### src/design/arcade_pkg.sv
package arcade_pkg;

	// ========================================================================
	// Player input types
	// ========================================================================

	// Held keyboard buttons, up is the top bit
	typedef struct packed {
		logic up;
		logic down;
		logic left;
		logic right;
		logic coin;
		logic start1;
		logic start2;
		logic fire1;
		logic fire2;
	} btn_state_t;

	// Active-low word as the game core samples it
	typedef struct packed {
		logic start;
		logic fire;
		logic bomb;
		logic left;
		logic right;
		logic up;
		logic down;
	} player_word_t;

	// ========================================================================
	// Video types
	// ========================================================================

	typedef logic [3:0] color4_t;   // Game side
	typedef logic [5:0] color6_t;   // VGA side

	typedef enum logic [1:0] {
		SCAN_OFF = 2'd0,
		SCAN_25  = 2'd1,
		SCAN_50  = 2'd2,
		SCAN_75  = 2'd3
	} scanline_t;

	// ========================================================================
	// Register map
	// ========================================================================

	localparam logic [3:0] ADDR_CTRL   = 4'h0;
	localparam logic [3:0] ADDR_STATUS = 4'h4;
	localparam logic [3:0] ADDR_ID     = 4'h8;

	localparam logic [31:0] IO_ID = 32'h414D_4452;

	// CTRL field positions
	localparam int CTRL_ROTATE  = 0;
	localparam int CTRL_SCAN_LO = 1;
	localparam int CTRL_SCAN_HI = 2;
	localparam int CTRL_SERVICE = 3;
	localparam int CTRL_SRESET  = 4;
	localparam int CTRL_WIDTH   = 5;

	localparam logic [1:0] RESP_OKAY   = 2'b00;
	localparam logic [1:0] RESP_SLVERR = 2'b10;

	// PS/2 set 2 make codes
	localparam logic [7:0] SC_UP     = 8'h75;
	localparam logic [7:0] SC_DOWN   = 8'h72;
	localparam logic [7:0] SC_LEFT   = 8'h6B;
	localparam logic [7:0] SC_RIGHT  = 8'h74;
	localparam logic [7:0] SC_COIN   = 8'h76;   // Esc
	localparam logic [7:0] SC_START1 = 8'h05;   // F1
	localparam logic [7:0] SC_START2 = 8'h06;   // F2
	localparam logic [7:0] SC_FIRE1  = 8'h29;   // Space
	localparam logic [7:0] SC_FIRE2  = 8'h11;   // Alt

	// Slow strobe period minus one
	localparam int CE_SLOW_DIV = 13;

endpackage

### src/design/io_cfg_if.sv
`timescale 1ns/1ps

interface io_cfg_if;
	import arcade_pkg::*;

	logic      rotate;
	scanline_t scanline;
	logic      service;
	logic      soft_reset;

	// Register block side
	modport src (
		output rotate, scanline, service, soft_reset
	);

	// Mapper and video side
	modport sink (
		input rotate, scanline, service, soft_reset
	);

endinterface

### src/design/arcade_io_top.sv
`timescale 1ns/1ps

module arcade_io_top #(
	parameter int CE_SLOW_DIV = arcade_pkg::CE_SLOW_DIV
) (
	input  logic                     clk_sys,
	input  logic                     arst_n,
	// AXI4-Lite slave
	input  logic [3:0]               awaddr,
	input  logic                     awvalid,
	output logic                     awready,
	input  logic [31:0]              wdata,
	input  logic [3:0]               wstrb,
	input  logic                     wvalid,
	output logic                     wready,
	output logic [1:0]               bresp,
	output logic                     bvalid,
	input  logic                     bready,
	input  logic [3:0]               araddr,
	input  logic                     arvalid,
	output logic                     arready,
	output logic [31:0]              rdata,
	output logic [1:0]               rresp,
	output logic                     rvalid,
	input  logic                     rready,
	// Keyboard and sticks
	input  logic                     key_strobe,
	input  logic                     key_pressed,
	input  logic [7:0]               key_code,
	input  logic [7:0]               joystick_0,
	input  logic [7:0]               joystick_1,
	// Game video
	input  arcade_pkg::color4_t      red,
	input  arcade_pkg::color4_t      green,
	input  arcade_pkg::color4_t      blue,
	input  logic                     hblank,
	input  logic                     vblank,
	input  logic                     hsync,
	input  logic                     vsync,
	// Game core side
	output logic                     ce_12,
	output logic                     ce_6p,
	output logic                     ce_6n,
	output logic                     ce_1p79,
	output arcade_pkg::player_word_t player1_n,
	output arcade_pkg::player_word_t player2_n,
	output logic                     coin_n,
	output logic                     service_n,
	output logic                     game_reset,
	// VGA
	output arcade_pkg::color6_t      vga_r,
	output arcade_pkg::color6_t      vga_g,
	output arcade_pkg::color6_t      vga_b,
	output logic                     vga_hs,
	output logic                     vga_vs
);
	import arcade_pkg::*;

	btn_state_t buttons;

	io_cfg_if cfg_bus ();

	clk_enables #(
		.CE_SLOW_DIV(CE_SLOW_DIV)
	) clk_enables_i (
		.clk_sys, .arst_n, .ce_12, .ce_6p, .ce_6n, .ce_1p79
	);

	key_decoder key_decoder_i (
		.clk_sys, .arst_n, .key_strobe, .key_pressed, .key_code, .buttons
	);

	control_mapper control_mapper_i (
		.clk_sys, .arst_n, .buttons, .joystick_0, .joystick_1,
		.cfg(cfg_bus.sink),
		.player1_n, .player2_n, .coin_n, .service_n
	);

	video_out video_out_i (
		.clk_sys, .arst_n, .red, .green, .blue, .hblank, .vblank, .hsync, .vsync,
		.cfg(cfg_bus.sink),
		.vga_r, .vga_g, .vga_b, .vga_hs, .vga_vs
	);

	io_cfg_regs io_cfg_regs_i (
		.clk_sys, .arst_n,
		.awaddr, .awvalid, .awready, .wdata, .wstrb, .wvalid, .wready,
		.bresp, .bvalid, .bready,
		.araddr, .arvalid, .arready, .rdata, .rresp, .rvalid, .rready,
		.buttons,
		.cfg(cfg_bus.src)
	);

	assign game_reset = cfg_bus.soft_reset;   // Held while CTRL bit 4 is set

endmodule

### src/design/clk_enables.sv
`timescale 1ns/1ps

module clk_enables #(
	parameter int CE_SLOW_DIV = 13
) (
	input  logic clk_sys,
	input  logic arst_n,
	output logic ce_12,
	output logic ce_6p,
	output logic ce_6n,
	output logic ce_1p79
);

	localparam int SLOW_W = (CE_SLOW_DIV > 1) ? $clog2(CE_SLOW_DIV + 1) : 1;

	logic [1:0]        div_q;
	logic [SLOW_W-1:0] slow_q;

	// Four-phase counter for the fast strobes
	always_ff @(posedge clk_sys or negedge arst_n) begin
		if (!arst_n) begin
			div_q <= '0;
			ce_12 <= 1'b0;
			ce_6p <= 1'b0;
			ce_6n <= 1'b0;
		end else begin
			div_q <= div_q + 2'd1;
			ce_12 <= div_q[0];
			ce_6p <= div_q[0] & ~div_q[1];   // Phase 1
			ce_6n <= div_q[0] & div_q[1];    // Phase 3
		end
	end

	// Down counter, reload on zero
	always_ff @(posedge clk_sys or negedge arst_n) begin
		if (!arst_n) begin
			slow_q  <= SLOW_W'(CE_SLOW_DIV);
			ce_1p79 <= 1'b0;
		end else if (slow_q == '0) begin
			slow_q  <= SLOW_W'(CE_SLOW_DIV);
			ce_1p79 <= 1'b1;
		end else begin
			slow_q  <= slow_q - SLOW_W'(1);
			ce_1p79 <= 1'b0;
		end
	end

endmodule

### src/design/control_mapper.sv
`timescale 1ns/1ps

module control_mapper (
	input  logic                     clk_sys,
	input  logic                     arst_n,
	input  arcade_pkg::btn_state_t   buttons,
	input  logic [7:0]               joystick_0,
	input  logic [7:0]               joystick_1,
	io_cfg_if.sink                   cfg,
	output arcade_pkg::player_word_t player1_n,
	output arcade_pkg::player_word_t player2_n,
	output logic                     coin_n,
	output logic                     service_n
);
	import arcade_pkg::*;

	logic src_up;
	logic src_down;
	logic src_left;
	logic src_right;
	logic dir_up;
	logic dir_down;
	logic dir_left;
	logic dir_right;
	logic act_fire;
	logic act_bomb;

	// Keyboard OR both sticks per direction
	assign src_up    = buttons.up    | joystick_0[3] | joystick_1[3];
	assign src_down  = buttons.down  | joystick_0[2] | joystick_1[2];
	assign src_left  = buttons.left  | joystick_0[1] | joystick_1[1];
	assign src_right = buttons.right | joystick_0[0] | joystick_1[0];

	// Cabinet turned on its side
	assign dir_up    = cfg.rotate ? src_left  : src_up;
	assign dir_down  = cfg.rotate ? src_right : src_down;
	assign dir_left  = cfg.rotate ? src_down  : src_left;
	assign dir_right = cfg.rotate ? src_up    : src_right;

	assign act_fire = buttons.fire1 | joystick_0[4] | joystick_1[4];
	assign act_bomb = buttons.fire2 | joystick_0[5] | joystick_1[5];

	always_ff @(posedge clk_sys or negedge arst_n) begin
		if (!arst_n) begin
			player1_n <= '1;   // Nothing pressed
			player2_n <= '1;
			coin_n    <= 1'b1;
		end else begin
			player1_n <= ~{buttons.start1, act_fire, act_bomb,
				dir_left, dir_right, dir_up, dir_down};
			player2_n <= ~{buttons.start2, act_fire, act_bomb,
				dir_left, dir_right, dir_up, dir_down};
			coin_n    <= ~buttons.coin;
		end
	end

	// Straight from the CTRL flop so it moves with the write response
	assign service_n = ~cfg.service;

endmodule

### src/design/io_cfg_regs.sv
`timescale 1ns/1ps

module io_cfg_regs (
	input  logic                   clk_sys,
	input  logic                   arst_n,
	// AXI4-Lite write address and data
	input  logic [3:0]             awaddr,
	input  logic                   awvalid,
	output logic                   awready,
	input  logic [31:0]            wdata,
	input  logic [3:0]             wstrb,
	input  logic                   wvalid,
	output logic                   wready,
	// Write response
	output logic [1:0]             bresp,
	output logic                   bvalid,
	input  logic                   bready,
	// Read address and data
	input  logic [3:0]             araddr,
	input  logic                   arvalid,
	output logic                   arready,
	output logic [31:0]            rdata,
	output logic [1:0]             rresp,
	output logic                   rvalid,
	input  logic                   rready,
	input  arcade_pkg::btn_state_t buttons,
	io_cfg_if.src                  cfg
);
	import arcade_pkg::*;

	logic [CTRL_WIDTH-1:0] ctrl_q;
	logic                  wr_accept;
	logic                  wr_mapped;
	logic                  rd_accept;
	logic                  rd_mapped;
	logic [31:0]           rd_word;

	// ========================================================================
	// Write channel
	// ========================================================================

	// Address and data together, one response outstanding
	assign wr_accept = awvalid & wvalid & ~bvalid;
	assign awready   = wr_accept;
	assign wready    = wr_accept;

	assign wr_mapped = (awaddr == ADDR_CTRL) || (awaddr == ADDR_STATUS) ||
		(awaddr == ADDR_ID);

	always_ff @(posedge clk_sys or negedge arst_n) begin
		if (!arst_n) begin
			bvalid <= 1'b0;
			ctrl_q <= '0;
		end else if (wr_accept) begin
			bvalid <= 1'b1;
			if (awaddr == ADDR_CTRL && wstrb[0])
				ctrl_q <= wdata[CTRL_WIDTH-1:0];   // STATUS and ID ignore writes
		end else if (bready) begin
			bvalid <= 1'b0;
		end
	end

	always_ff @(posedge clk_sys) begin
		if (wr_accept)
			bresp <= wr_mapped ? RESP_OKAY : RESP_SLVERR;
	end

	// ========================================================================
	// Read channel
	// ========================================================================

	assign rd_accept = arvalid & ~rvalid;
	assign arready   = rd_accept;

	always_comb begin
		rd_word   = '0;
		rd_mapped = 1'b1;
		case (araddr)
			ADDR_CTRL:   rd_word = {{(32 - CTRL_WIDTH){1'b0}}, ctrl_q};
			ADDR_STATUS: rd_word = {{(32 - $bits(btn_state_t)){1'b0}}, buttons};
			ADDR_ID:     rd_word = IO_ID;
			default:     rd_mapped = 1'b0;   // Zero data
		endcase
	end

	always_ff @(posedge clk_sys or negedge arst_n) begin
		if (!arst_n)
			rvalid <= 1'b0;
		else if (rd_accept)
			rvalid <= 1'b1;
		else if (rready)
			rvalid <= 1'b0;
	end

	// Held until the master takes it
	always_ff @(posedge clk_sys) begin
		if (rd_accept) begin
			rdata <= rd_word;
			rresp <= rd_mapped ? RESP_OKAY : RESP_SLVERR;
		end
	end

	// Settings out
	assign cfg.rotate     = ctrl_q[CTRL_ROTATE];
	assign cfg.scanline   = scanline_t'(ctrl_q[CTRL_SCAN_HI:CTRL_SCAN_LO]);
	assign cfg.service    = ctrl_q[CTRL_SERVICE];
	assign cfg.soft_reset = ctrl_q[CTRL_SRESET];

endmodule

### src/design/key_decoder.sv
`timescale 1ns/1ps

module key_decoder (
	input  logic                   clk_sys,
	input  logic                   arst_n,
	input  logic                   key_strobe,
	input  logic                   key_pressed,
	input  logic [7:0]             key_code,
	output arcade_pkg::btn_state_t buttons
);
	import arcade_pkg::*;

	// Make sets a button, break clears it
	always_ff @(posedge clk_sys or negedge arst_n) begin
		if (!arst_n) begin
			buttons <= '0;   // All released
		end else if (key_strobe) begin
			case (key_code)
				SC_UP:     buttons.up     <= key_pressed;
				SC_DOWN:   buttons.down   <= key_pressed;
				SC_LEFT:   buttons.left   <= key_pressed;
				SC_RIGHT:  buttons.right  <= key_pressed;
				SC_COIN:   buttons.coin   <= key_pressed;
				SC_START1: buttons.start1 <= key_pressed;
				SC_START2: buttons.start2 <= key_pressed;
				SC_FIRE1:  buttons.fire1  <= key_pressed;
				SC_FIRE2:  buttons.fire2  <= key_pressed;
				default: begin
					// Other keys are not mapped
					buttons <= buttons;
				end
			endcase
		end
	end

endmodule

### src/design/video_out.sv
`timescale 1ns/1ps

module video_out (
	input  logic                clk_sys,
	input  logic                arst_n,
	input  arcade_pkg::color4_t red,
	input  arcade_pkg::color4_t green,
	input  arcade_pkg::color4_t blue,
	input  logic                hblank,
	input  logic                vblank,
	input  logic                hsync,
	input  logic                vsync,
	io_cfg_if.sink              cfg,
	output arcade_pkg::color6_t vga_r,
	output arcade_pkg::color6_t vga_g,
	output arcade_pkg::color6_t vga_b,
	output logic                vga_hs,
	output logic                vga_vs
);
	import arcade_pkg::*;

	logic    hs_d;
	logic    vs_d;
	logic    odd_line;
	logic    blank;
	color6_t wide_r;
	color6_t wide_g;
	color6_t wide_b;

	// Darken a channel on odd lines
	function automatic color6_t dim(input color6_t c, input scanline_t mode, input logic odd);
		color6_t res;
		res = c;
		if (odd) begin
			case (mode)
				SCAN_OFF: res = c;
				SCAN_25:  res = c - (c >> 2);
				SCAN_50:  res = c >> 1;
				SCAN_75:  res = c >> 2;
			endcase
		end
		return res;
	endfunction

	assign blank  = hblank | vblank;
	assign wide_r = blank ? '0 : {red,   red[3:2]};   // Repeat top bits
	assign wide_g = blank ? '0 : {green, green[3:2]};
	assign wide_b = blank ? '0 : {blue,  blue[3:2]};

	// Line parity, restarts every frame
	always_ff @(posedge clk_sys or negedge arst_n) begin
		if (!arst_n) begin
			hs_d     <= 1'b0;
			vs_d     <= 1'b0;
			odd_line <= 1'b0;
		end else begin
			hs_d <= hsync;
			vs_d <= vsync;
			if (vsync && !vs_d)
				odd_line <= 1'b0;
			else if (hsync && !hs_d)
				odd_line <= ~odd_line;
		end
	end

	// Output stage, syncs kept aligned with colour
	always_ff @(posedge clk_sys or negedge arst_n) begin
		if (!arst_n) begin
			vga_r  <= '0;
			vga_g  <= '0;
			vga_b  <= '0;
			vga_hs <= 1'b1;
			vga_vs <= 1'b1;
		end else begin
			vga_r  <= dim(wide_r, cfg.scanline, odd_line);
			vga_g  <= dim(wide_g, cfg.scanline, odd_line);
			vga_b  <= dim(wide_b, cfg.scanline, odd_line);
			vga_hs <= ~hsync;
			vga_vs <= ~vsync;
		end
	end

endmodule

### config.mk
export PLATFORM = sky130hd
export DESIGN_NAME = arcade_io_top
export DESIGN_NICKNAME = d
export VERILOG_FILES = /design/src/design/arcade_pkg.sv /design/src/design/io_cfg_if.sv /design/src/design/arcade_io_top.sv /design/src/design/clk_enables.sv /design/src/design/control_mapper.sv /design/src/design/io_cfg_regs.sv /design/src/design/key_decoder.sv /design/src/design/video_out.sv
export SDC_FILE = /design/constraint.sdc
export NUM_CORES = 1
export LEC_CHECK = 0
export BUFFER_PORTS_ARGS = -buffer_cell sky130_fd_sc_hd__buf_4
export CORE_MARGIN = 3
export CORE_UTILIZATION = 35
export DETAILED_ROUTE_END_ITERATION = 8
export MAX_ROUTING_LAYER = met4
export PLACE_DENSITY = 0.68
export SLEW_MARGIN = 20
export SYNTH_ARGS = -nofsm -noshare
export SYNTH_HDL_FRONTEND = slang
export SYNTH_SLANG_ARGS = --single-unit
### constraint.sdc
create_clock -name clk_sys -period 3.45 [get_ports clk_sys]
set_input_delay 0.8625 -clock clk_sys [delete_from_list [all_inputs] [get_ports clk_sys]]
set_output_delay 0.8625 -clock clk_sys [all_outputs]
set_load 0.01 [all_outputs]
; ---- After elaboration in Yosys (flattened, before gate mapping)
; Cells that the tools add are included.
[classes]
muxes = 25
addsub = 5
eq_ne = 16
n_bitwise = 28
reduce_logical = 25
[ops]
columns = cell, count
row1 = $pmux W31 S3, 1
row2 = $pmux W6 S4, 3
row3 = $eq A8 B7 Y1 const B, 5
row4 = $mux W6, 6
row5 = $reduce_and A2 Y1, 10
row6 = $sub A6 B4 Y6, 3
row7 = $eq A8 B3 Y1 const B, 2
row8 = $not A7 Y7, 2
row9 = $or A1 B1 Y1, 13
row10 = $logic_not A4 Y1, 3
row11 = $mux W1, 12
row12 = $eq A4 B3 Y1 const B, 2
row13 = $eq A4 B4 Y1 const B, 2
row14 = $eq A8 B5 Y1 const B, 1
row15 = $eq A8 B6 Y1 const B, 1
row16 = $not A1 Y1, 8
row17 = $reduce_bool A2 Y1, 3
row18 = $and A1 B1 Y1, 5
row19 = $eq A2 B2 Y1 const B, 2
row20 = $mux W2, 2
row21 = $mux W4, 1
row22 = $sub A4 B1 Y4 const B, 1
row23 = $logic_and A1 B1 Y1, 3
row24 = $reduce_or A3 Y1, 1
row25 = 5 further kinds, 7
[word_totals]
ff_bits = 100
wordCells = 143
out_inout_bits = 82

; ---- Longest topological paths before layout
; Gate-level depths: netlist (run 1).
[logic_depth]
depth_word = 5
depth_mapped = 9

; ---- Hierarchy
; From an unflattened synthesis (run 1), not the netlist that was laid out.
[unflattened]
cells_unflattened = 399
area_unflattened_um2 = 4127.7
[modules_own_cells]
columns = mod, seq_area_each_um2, instances, area_each_um2, cells_per_inst
row1 = video_out, 578.1, 1, 1930.6, 221
row2 = io_cfg_regs, 535.5, 1, 1004.7, 87
row3 = key_decoder, 225.2, 1, 467.9, 38
row4 = control_mapper, 236.5, 1, 371.6, 29
row5 = clk_enables, 254.0, 1, 352.8, 24

; ---- Worst setup path after synthesis (run 1)
; No wires, ideal clock.
[synth_timing]
kind = input to register
start = input vblank
end = register video_out_i.vga_g[4]
setup_slack_ns = 0.676
path_stages = 9
setup_ns = 0.121
arrival_time_ns = 2.653
n_path_buf = 1
cell_sequence = or2_2 -> clkbuf_1 -> nor2_1 -> inv_1 -> fa_1 -> nor2b_1 -> a2bb2oi_1 -> o22ai_1 -> a22o_1
[synth_between]
elab_chain_cells = 5
[synth_lines]
columns = element, line_no
row1 = from (decl), arcade_io_top.sv:37  ; input logic vblank,
row2 = $or A1 B1 Y1 (*), video_out.sv:45  ; assign blank = hblank | vblank;
row3 = $mux W6 (*), video_out.sv:47  ; assign wide_g = blank ? '0 : {green, green[3:2]};
row4 = $sub A6 B4 Y6, video_out.sv:37  ; SCAN_25: res = c - (c >> 2);
row5 = $pmux W6 S4, video_out.sv:35  ; case (mode)
row6 = $mux W6 (*), video_out.sv:34  ; if (odd) begin
row7 = to (signal assigned), video_out.sv:76  ; vga_g <= dim(wide_g, cfg.scanline, odd_line);
row8 = to (decl), video_out.sv:15  ; output arcade_pkg::color6_t vga_g,
; Mark *: on every way between the ends. The rest lies on a longest branch, timed or not.
; A chain may end at the register's enable or synchronous reset.

; ---- Worst setup path after layout (run 1)
; Ends and elaborated chain as after synthesis.

==> results of run 1 <==
[worst paths after layout]
kind | slack [ns] | end | cells past startpoint | startpoint
setup reg to reg | 1.51 | video_out_i.vga_b[4]$_DFF_PN0_ | 4 | io_cfg_regs_i.ctrl_q[2]$_DFFE_PN0P_
max in group asynchronous | 2.34 | video_out_i.vga_b[5]$_DFF_PN0_ | 1 | arst_n
setup / recovery | 0.81 | video_out_i.vga_g[4]$_DFF_PN0_ | 9 | vblank
hold / removal | 0.42 | control_mapper_i.coin_n$_DFF_PN1_ | 1 | key_decoder_i.buttons[4]$_DFFE_PN0P_
min in group asynchronous | 0.59 | clk_enables_i.ce_6p$_DFF_PN0_ | 1 | arst_n
hold reg to reg | 0.42 | control_mapper_i.coin_n$_DFF_PN1_ | 1 | key_decoder_i.buttons[4]$_DFFE_PN0P_
[cell type report]
type / instances / area, um^2
Timing Repair Buffer: 127 / 953.4
Fill cell: 1052 / 5814
Inverter: 21 / 78.83
Multi-Input combinational cell: 268 / 1784
Sequential cell: 70 / 1829
Clock buffer: 10 / 239.0
Tap cell: 140 / 175.2
Clock inverter: 6 / 61.31
[metrics by stage]
step	hold WS (ns)	utilization [%]	instances	total power [W]	cell area (um^2)
2_1_floorplan	0.3766	-	409	0.001198	3998
3_3_place_gp	0.4125	44.08	626	0.001363	4821
3_5_place_dp	0.4169	44.08	626	0.001374	4821
4_1_cts	0.4245	46.83	642	0.002315	5121
5_1_grt	0.4427	46.83	642	0.002393	5121
6_report	0.4208	46.83	642	0.002276	5121
[critical path: stages]
cell	delay, ns
buf_4	0.13
or2_2	0.30
nor2_1	0.23
inv_1	0.14
fa_1	0.49
nor2b_1	0.24
a2bb2oi_1	0.18
o22ai_1	0.10
a22o_1	0.19
[flip-flops by register name (all words and copies together) (netlist names), 2 cells and up]
signal / count
video_out_i.vga_b: 6
io_cfg_regs_i.ctrl_q: 5
clk_enables_i.slow_q: 4
io_cfg_regs_i.rdata: 10
key_decoder_i.buttons: 9
video_out_i.vga_r: 6
video_out_i.vga_g: 6
control_mapper_i.player1_n: 7
clk_enables_i.div_q: 2
[where the power goes]
part           leakage, nW  switching [W]  internal, W  total (W)
Combinational         1.41       0.000207     0.000202   0.000409
Sequential           0.842      0.0000523     0.000896   0.000948
Clock                0.148       0.000343     0.000576   0.000919
Total                 2.40       0.000602      0.00167    0.00228
[logic make-up after synthesis]
kind of cell | Yosys count
AND/OR/NAND/NOR | 122
multiplexers | 29
XOR/XNOR | 9
flip-flops | 70
adder cells (fa/ha/maj) | 11
other | 1
buffers and inverters | 71
AO/OA/AOI/OAI | 80
[Yosys cell counts (2+ instances only)]
cell type  number  share of area (%)
and3_1          2               0.32
nor4_1          4               0.64
xor2_1          2               0.44
or2_2           2               0.32
a2111oi_0       2               0.44
o221ai_1        3               0.67
nand2_1        28                2.7
a2bb2oi_1       6                1.3
buf_4          31                5.9
mux2_1          2               0.57
nand4b_1        2               0.44
a32o_1          2               0.51
inv_1          21                2.0
nor3b_1         5               0.95
nor3_1         12                1.5
dfstp_2        14                9.3
ha_1            8                2.5
and2_1          4               0.64
a211oi_1        2               0.38
o21ai_0        11                1.4
nand2b_1        3               0.48
nand3_1         2               0.25
buf_1           2               0.19
nor4b_1         2               0.44
nor2_1         32                3.1
o21a_1          3               0.57
a21oi_1        22                2.8
nand4_1         3               0.48
mux2_2         16                4.6
a211o_1         3               0.67
clkbuf_1       16                1.5
xnor2_1         7                1.6
fa_1            3                1.5
a31oi_1         6               0.95
dfrtp_1        44                 28
edfxtp_1       12                9.2
mux2i_1        11                2.8
a21o_1          5               0.95
nor2b_1        14                2.2
o22ai_1         6               0.95
[routing by layer]
layer | vias to the layer above | share of wire [%] | track usage (%)
met5 | - | 0 | -
met3 | 7 | 8.4 | 3.827
li1 | 1548 | - | -
met2 | 164 | 50 | 27.54
met4 | 0 | 0.64 | 3.526
met1 | 1577 | 41 | 19.33
==> results.json, run 1 <==
{
  "hold_class": "reg2reg",
  "clk_latency_ns": 0.32,
  "io_buffers": 123,
  "fin_crit_sh_pct": 76.66,
  "cp-end-kind": "flop",
  "ys_seq_area_share_pct": 46.46,
  "drc": 0,
  "required_ns": 3.66,
  "synth_compound_area_share_pct": 13.57,
  "hpwlAfterDp_um": 7277,
  "start_kind": "input pin",
  "async_reset_ff_share_pct": 82.86,
  "grt_usage_pct": 16.05,
  "syn_to_final_growth_pct": 30.06,
  "antenna_cells": 0,
  "tns_ns": 0,
  "fin_nets": 601,
  "overflow": 0,
  "final_common_cell": "buf_4",
  "die_h_um": 112.1,
  "antenna_found_initial": 0,
  "p_per_area_nw_per_um2": 444.5,
  "grt_pass1_vias": 3248,
  "first_pass_iters": 6,
  "ys_warn_count": 0,
  "synth_xor_area_share_pct": 2.002,
  "worst_slack_ns": 0.8053,
  "synth_top_family_by_area": "simple AND/OR/NAND/NOR gates",
  "rows": 38,
  "holdBufCountCts": 0,
  "syn_inst": 393,
  "die_area_um2": 12560,
  "cp.arrival_ns": 2.85,
  "worst_pin_slew_ns": 0.7464,
  "postCtsSetupBuffers": 0,
  "dieWidth_um": 112.1,
  "grt_pass1_wl_um": 16030,
  "via_per_inst": 5.134,
  "drv_cap": 0,
  "synth_edf_count": 12,
  "final.min_clock_period_ns": 2.645,
  "cts_resized": 0,
  "ioPinCount": 175,
  "wl_per_cell_um": 15.21,
  "grt_max_degree": 59,
  "drtIter0Drc": 150,
  "maxSlewViolCount": 0,
  "synth-simple-area-share_pct": 16.11,
  "h-tree-depth": 3,
  "gp_congestion": 0.8579,
  "finClkSkew_ns": 0.006801,
  "cts_buffer_depth": 2,
  "p_leak_nw": 2.399,
  "root_buffer": "clkbuf_16",
  "clk_pin_slew_ns": 0.06,
  "ys.flop_type": "dfrtp_1",
  "dp_slack_ns": 0.5165,
  "cts_buffers": 9,
  "path_max_fanout": 5,
  "setup_violations": 0,
  "synth.distinct_cells": 58,
  "fmax_ghz": 0.3781,
  "rsz0062_at_grt": "no",
  "critPathKind": "in2reg",
  "slew_headroom_pct": 50.24,
  "cts_tree": "yes",
  "status": "complete, no violations",
  "numClockSinks": 70,
  "wirelength_um": 9768,
  "initial_core_util_pct": 36.01,
  "via_count": 3296,
  "finalHoldViolCount": 0,
  "mostFrequentLayoutCells": "127 x buf_4, 44 x dfrtp_1, 32 x nor2_1",
  "syn_area_um2": 3938,
  "synth_fa_ha_area_share_pct": 4.067,
  "synth-seq-cells": 70,
  "antenna_left": 0,
  "irDropWorstVdd_uv": 263.5,
  "avgSynthCellArea_um2": 10.02,
  "drive_above_1_share_pct": 35.66,
  "core_region_area_um2": 10940,
  "synthMuxAreaShare_pct": 7.944
}
No activity file was read; power rests on OpenSTA's default activity.
==> run 2: changes to the inputs <==
- clock period: 3.45 -> 2.7 ns (I/O delays scaled with it)
==> run 2 against run 1 <==
  * Register-to-register slack lost 0.62 ns
  * Sequential share of layout area shrank 0.35 points
  * Critical path depth is the same
  * Clock power grew 26%
  * Routed wire length grew 1.9%
==> results.json, run 2 (synthesized netlist as in run 1, its figures left out) <==
{
  "status": "complete, no violations",
  "hpwlAfterDp_um": 7449,
  "start_kind": "input pin",
  "slew_headroom_pct": 51.09,
  "regArea_um2": 1829,
  "use_met3_pct": 4.313,
  "syn_to_final_growth_pct": 31.33,
  "fin_crit_sh_pct": 87.94,
  "drive_above_1_share_pct": 36.27,
  "critPathKind": "in2reg",
  "reg2reg_from": "io_cfg_regs_i.ctrl_q[2]$_DFFE_PN0P_",
  "die_area_um2": 12560,
  "wirelength_um": 9954,
  "worst_pin_slew_ns": 0.7337,
  "regMostFlops": "io_cfg_regs_i.rdata",
  "io_buffers": 123,
  "cts_resized": 0,
  "wl_per_cell_um": 15.31,
  "drc": 0,
  "drtIter0Drc": 96,
  "final.min_clock_period_ns": 2.374,
  "cts_tree": "yes",
  "numClockSinks": 70,
  "fmax_ghz": 0.4212,
  "overflow": 0,
  "dieWidth_um": 112.1,
  "p_leak_nw": 2.436,
  "cts_buffer_depth": 2,
  "antenna_cells": 0,
  "rsz0062_at_grt": "no",
  "grt_most_used_layer": "met2",
  "via_per_inst": 5.083,
  "use_met1_pct": 20.38,
  "clk_latency_ns": 0.33,
  "grt_pass1_vias": 3188,
  "root_buffer": "clkbuf_16",
  "largest_reg_flops": 10,
  "first_pass_iters": 4,
  "cts_buffers": 9,
  "fin_hold_ws_ns": 0.4050,
  "ioPinCount": 175,
  "core_region_area_um2": 10940,
  "gp_congestion": 0.8728,
  "required_ns": 2.95,
  "cp-end-kind": "flop",
  "cp.arrival_ns": 2.63,
  "grt_util_met2_pct": 26.58,
  "drv_cap": 0,
  "setup_violations": 0,
  "h-tree-depth": 3,
  "via_count": 3304,
  "clk_pin_slew_ns": 0.06,
  "rows": 38,
  "placed_cell_area_um2": 4881,
  "timing.critical_path.from": "vblank",
  "top_regs": "io_cfg_regs_i.rdata: 10 flops, key_decoder_i.buttons: 9 flops, control_mapper_i.player1_n: 7 flops",
  "finalHoldViolCount": 0,
  "mostFrequentLayoutCells": "135 x buf_4, 44 x dfrtp_1, 32 x nor2_1",
  "hold_class": "in2async",
  "path_max_fanout": 21,
  "power.total_w": 0.002911,
  "fin_nets": 609,
  "finClkSkew_ns": 0.01049,
  "initial_core_util_pct": 36.01,
  "postCtsSetupBuffers": 0,
  "die_h_um": 112.1,
  "irDropWorstVdd_uv": 246.2,
  "antenna_found_initial": 0,
  "maxSlewViolCount": 0,
  "antenna_left": 0,
  "final_common_cell": "buf_4",
  "p_per_area_nw_per_um2": 562.9,
  "grt_pass1_wl_um": 16260,
  "grt_max_degree": 59,
  "holdBufCountCts": 0,
  "fin_area_um2": 5171,
  "multiInputGateArea_um2": 1784,
  "nFillCells": 1048,
  "grt_usage_pct": 16.47
}
## run 2: cell types whose count changed in the layout (fill, tap and decap cells not counted)
cell / previous run / this run
buf_4: 127 / 135
clkbuf_1: 0 / 1
clkbuf_8: 1 / 0
clkinv_1: 0 / 1
clkinv_2: 3 / 2
clkinvlp_4: 1 / 0
inv_6: 0 / 1
## run 2: cell type report
cell class	count	area share, %
inverters	21	1.524
flip-flops and latches	70	35.37
clock inverters	6	1.186
clock buffers	10	4.428
repair buffers	135	19.60
multi-input cells	268	34.50
well taps	140	3.387
## run 2: where the power goes
group          internal, W  switching (W)  leakage, nW
Sequential         0.00115      0.0000478        0.842
Combinational     0.000269       0.000291         1.45
Clock             0.000714       0.000443        0.144
Total              0.00213       0.000783         2.44
## run 2: critical path: stages
cell	delay [ns]
buf_4	0.11
nor2_1	0.05
buf_4	0.20
nand2_1	0.14
inv_1	0.09
fa_1	0.44
or3b_2	0.47
o221ai_1	0.23
mux2i_1	0.22
## run 2: routing by layer
metal,up-vias,part of all wire (%)
li1,1569,-
met1,1557,42
met2,160,48
met3,18,8.0
met4,0,1.6
met5,-,0
## run 2: final timing paths
path	end	slack [ns]	cells after the start
min in group clk_sys	control_mapper_i.coin_n$_DFF_PN1_	0.42	1
worst min-delay path	clk_enables_i.ce_12$_DFF_PN0_	0.40	1
worst max-delay path	video_out_i.vga_r[4]$_DFF_PN0_	0.33	9
worst max register to register	video_out_i.vga_r[4]$_DFF_PN0_	0.89	4
worst min register to register	control_mapper_i.coin_n$_DFF_PN1_	0.42	1
max in group asynchronous	video_out_i.vga_b[5]$_DFF_PN0_	1.80	1
## run 2: per-stage QoR
step / cells / setup WS, ns / utilization [%] / TNS (ns)
after global placement: 634 / 0.01540 / 44.63 / 0
after global routing: 650 / 0.1480 / 47.29 / 0
after detailed placement: 634 / -0.01041 / 44.63 / -0.01041
after CTS: 650 / 0.3361 / 47.29 / 0
after floorplan: 409 / 0.1131 / - / 0
final: 650 / 0.3256 / 47.29 / 0
==> run 3: changes to the inputs <==
- BUFFER_PORTS_ARGS: -buffer_cell sky130_fd_sc_hd__buf_4 -> default
- DONT_BUFFER_PORTS: default -> 1
- PLACE_DENSITY: 0.68 -> 0.55
==> run 3 against run 2 <==
  * Worst hold slack got worse by 0.37 ns
  * Register-to-register slack got worse by 0.11 ns
  * Sequential share of layout area increased by 7.9 points
  * Final cell count decreased by 20%
  * Largest cell class unchanged
  * Count of clock-buffer cells in the layout increased by 2
  * Combinational power decreased by 48%
==> results.json, run 3 (synthesized netlist as in run 1, its figures left out) <==
{
  "status": "complete, no violations",
  "grt_usage_pct": 15.49,
  "worst_pin_slew_ns": 0.7641,
  "first_pass_iters": 4,
  "numClockSinks": 70,
  "drtIter0Drc": 193,
  "hold_class": "in2async",
  "wirelength_um": 9286,
  "via_per_inst": 5.433,
  "nFillCells": 1089,
  "p_clk_share_pct": 44.7,
  "irDropWorstVdd_uv": 267.0,
  "p_seq_share_pct": 44.8,
  "initial_core_util_pct": 36.01,
  "grt_pass1_wl_um": 15080,
  "p_leak_nw": 1.809,
  "reg2reg_from": "io_cfg_regs_i.ctrl_q[1]$_DFFE_PN0P_",
  "gp_congestion": 0.8841,
  "die_area_um2": 12560,
  "core_region_area_um2": 10940,
  "final.min_clock_period_ns": 2.215,
  "antenna_found_initial": 0,
  "wl_per_cell_um": 17.79,
  "fin_area_um2": 4229,
  "ioPinCount": 175,
  "antenna_cells": 0,
  "grt_pass1_vias": 2845,
  "mostFrequentLayoutCells": "44 x dfrtp_1, 32 x nor2_1, 28 x nand2_1",
  "cts_tree": "yes",
  "critPathKind": "in2reg",
  "pwr-share-comb_pct": 10.4,
  "finalHoldViolCount": 0,
  "dieWidth_um": 112.1,
  "fin_nets": 481,
  "regArea_um2": 1829,
  "fin_crit_sh_pct": 82.05,
  "reg2reg_slack_ns": 0.78,
  "largest_reg_flops": 10,
  "h-tree-depth": 3,
  "cts_buffer_depth": 2,
  "swShare_pct": 24.95,
  "cp-end-kind": "flop",
  "p_int_w": 0.002093,
  "tns_ns": 0,
  "path_max_fanout": 21,
  "clk_latency_ns": 0.33,
  "holdBufCountCts": 0,
  "required_ns": 2.96,
  "root_buffer": "clkbuf_16",
  "antenna_left": 0,
  "rsz0062_at_grt": "no",
  "p_sw_w": 0.0006959,
  "die_h_um": 112.1,
  "reg2reg_depth": 3,
  "start_kind": "input pin",
  "placed_cell_area_um2": 3920,
  "r2r-end": "video_out_i.vga_b[4]$_DFF_PN0_",
  "clk_pin_slew_ns": 0.06,
  "top_regs": "io_cfg_regs_i.rdata: 10 flops, key_decoder_i.buttons: 9 flops, control_mapper_i.player1_n: 7 flops",
  "cts_buffers": 9,
  "io_buffers": 0,
  "finClkSkew_ns": 0.008184,
  "rows": 38,
  "fmax_ghz": 0.4514,
  "regMostFlops": "io_cfg_regs_i.rdata",
  "maxSlewViolCount": 0,
  "final_common_cell": "dfrtp_1",
  "drive_above_1_share_pct": 14.40,
  "grt_max_degree": 59,
  "setup_violations": 0,
  "cts_resized": 0,
  "hpwlAfterDp_um": 6693,
  "drv_cap": 0,
  "p_per_area_nw_per_um2": 659.5,
  "multiInputGateArea_um2": 1784,
  "drc": 0,
  "slew_headroom_pct": 48.72,
  "overflow": 0,
  "postCtsSetupBuffers": 0,
  "via_count": 2836,
  "cp.arrival_ns": 2.47,
  "syn_to_final_growth_pct": 7.404
}
-- run 3: changes by cell type in the layout (fill, tap and decap cells not counted) --
cell / previous run / this run
inv_6: 1 / 0
buf_4: 135 / 7
clkbuf_1: 1 / 3
bufinv_16: 1 / 2
clkinv_2: 2 / 0
-- run 3: per-stage QoR --
stage                     setup slack, ns  power (W)  hold WS [ns]  instances  util (%)
after floorplan                    0.1131   0.001531        0.3766        409         -
final                              0.4847   0.002789       0.03617        522     38.67
after detailed placement           0.1557   0.001559        0.3816        506     35.85
after CTS                          0.5078   0.002826       0.02341        522     38.67
after global placement             0.1450   0.001553        0.3811        506     35.85
after global routing               0.3325   0.002912       0.01959        522     38.67
-- run 3: final cells by class --
type | instances | share of cell area [%]
clock buffers | 12 | 5.592
clock inverters | 4 | 1.716
inverters | 21 | 1.864
multi-input cells | 268 | 42.19
flip-flops and latches | 70 | 43.25
well taps | 140 | 4.142
repair buffers | 7 | 1.243
-- run 3: power groups by stage --
stage	sequential [W]	clock (W)	combinational [W]
3_3_place_gp	0.00127	0	0.000283
4_1_cts	0.00125	0.00128	0.000290
5_1_grt	0.00126	0.00133	0.000326
6_report	0.00125	0.00125	0.000291
3_5_place_dp	0.00127	0	0.000289
2_1_floorplan	0.00121	0	0.000317
-- run 3: worst max path at each step --
stage            from  cells past startpoint                        endpoint  slack, ns
3_5_place_dp   vblank                      7  video_out_i.vga_r[4]$_DFF_PN0_       0.16
4_1_cts        vblank                      7  video_out_i.vga_r[4]$_DFF_PN0_       0.51
5_1_grt        vblank                      7  video_out_i.vga_r[4]$_DFF_PN0_       0.33
2_1_floorplan  vblank                      9  video_out_i.vga_g[4]$_DFF_PN0_       0.11
3_3_place_gp   vblank                      7  video_out_i.vga_r[4]$_DFF_PN0_       0.15
6_report       vblank                      7  video_out_i.vga_r[4]$_DFF_PN0_       0.48
-- run 3: per-layer routing --
metal / global-route usage [%] / share of wire [%] / up-vias
met5: - / 0 / -
met4: 6.170 / 2.0 / 0
met3: 6.307 / 11 / 15
met2: 23.30 / 45 / 151
met1: 18.61 / 42 / 1365
li1: - / - / 1305
-- run 3: critical path: stages --
cell	delay [ns]
nor2_1	0.11
buf_4	0.26
nand2_1	0.15
ha_1	0.39
or3b_2	0.46
o221ai_1	0.22
mux2i_1	0.20
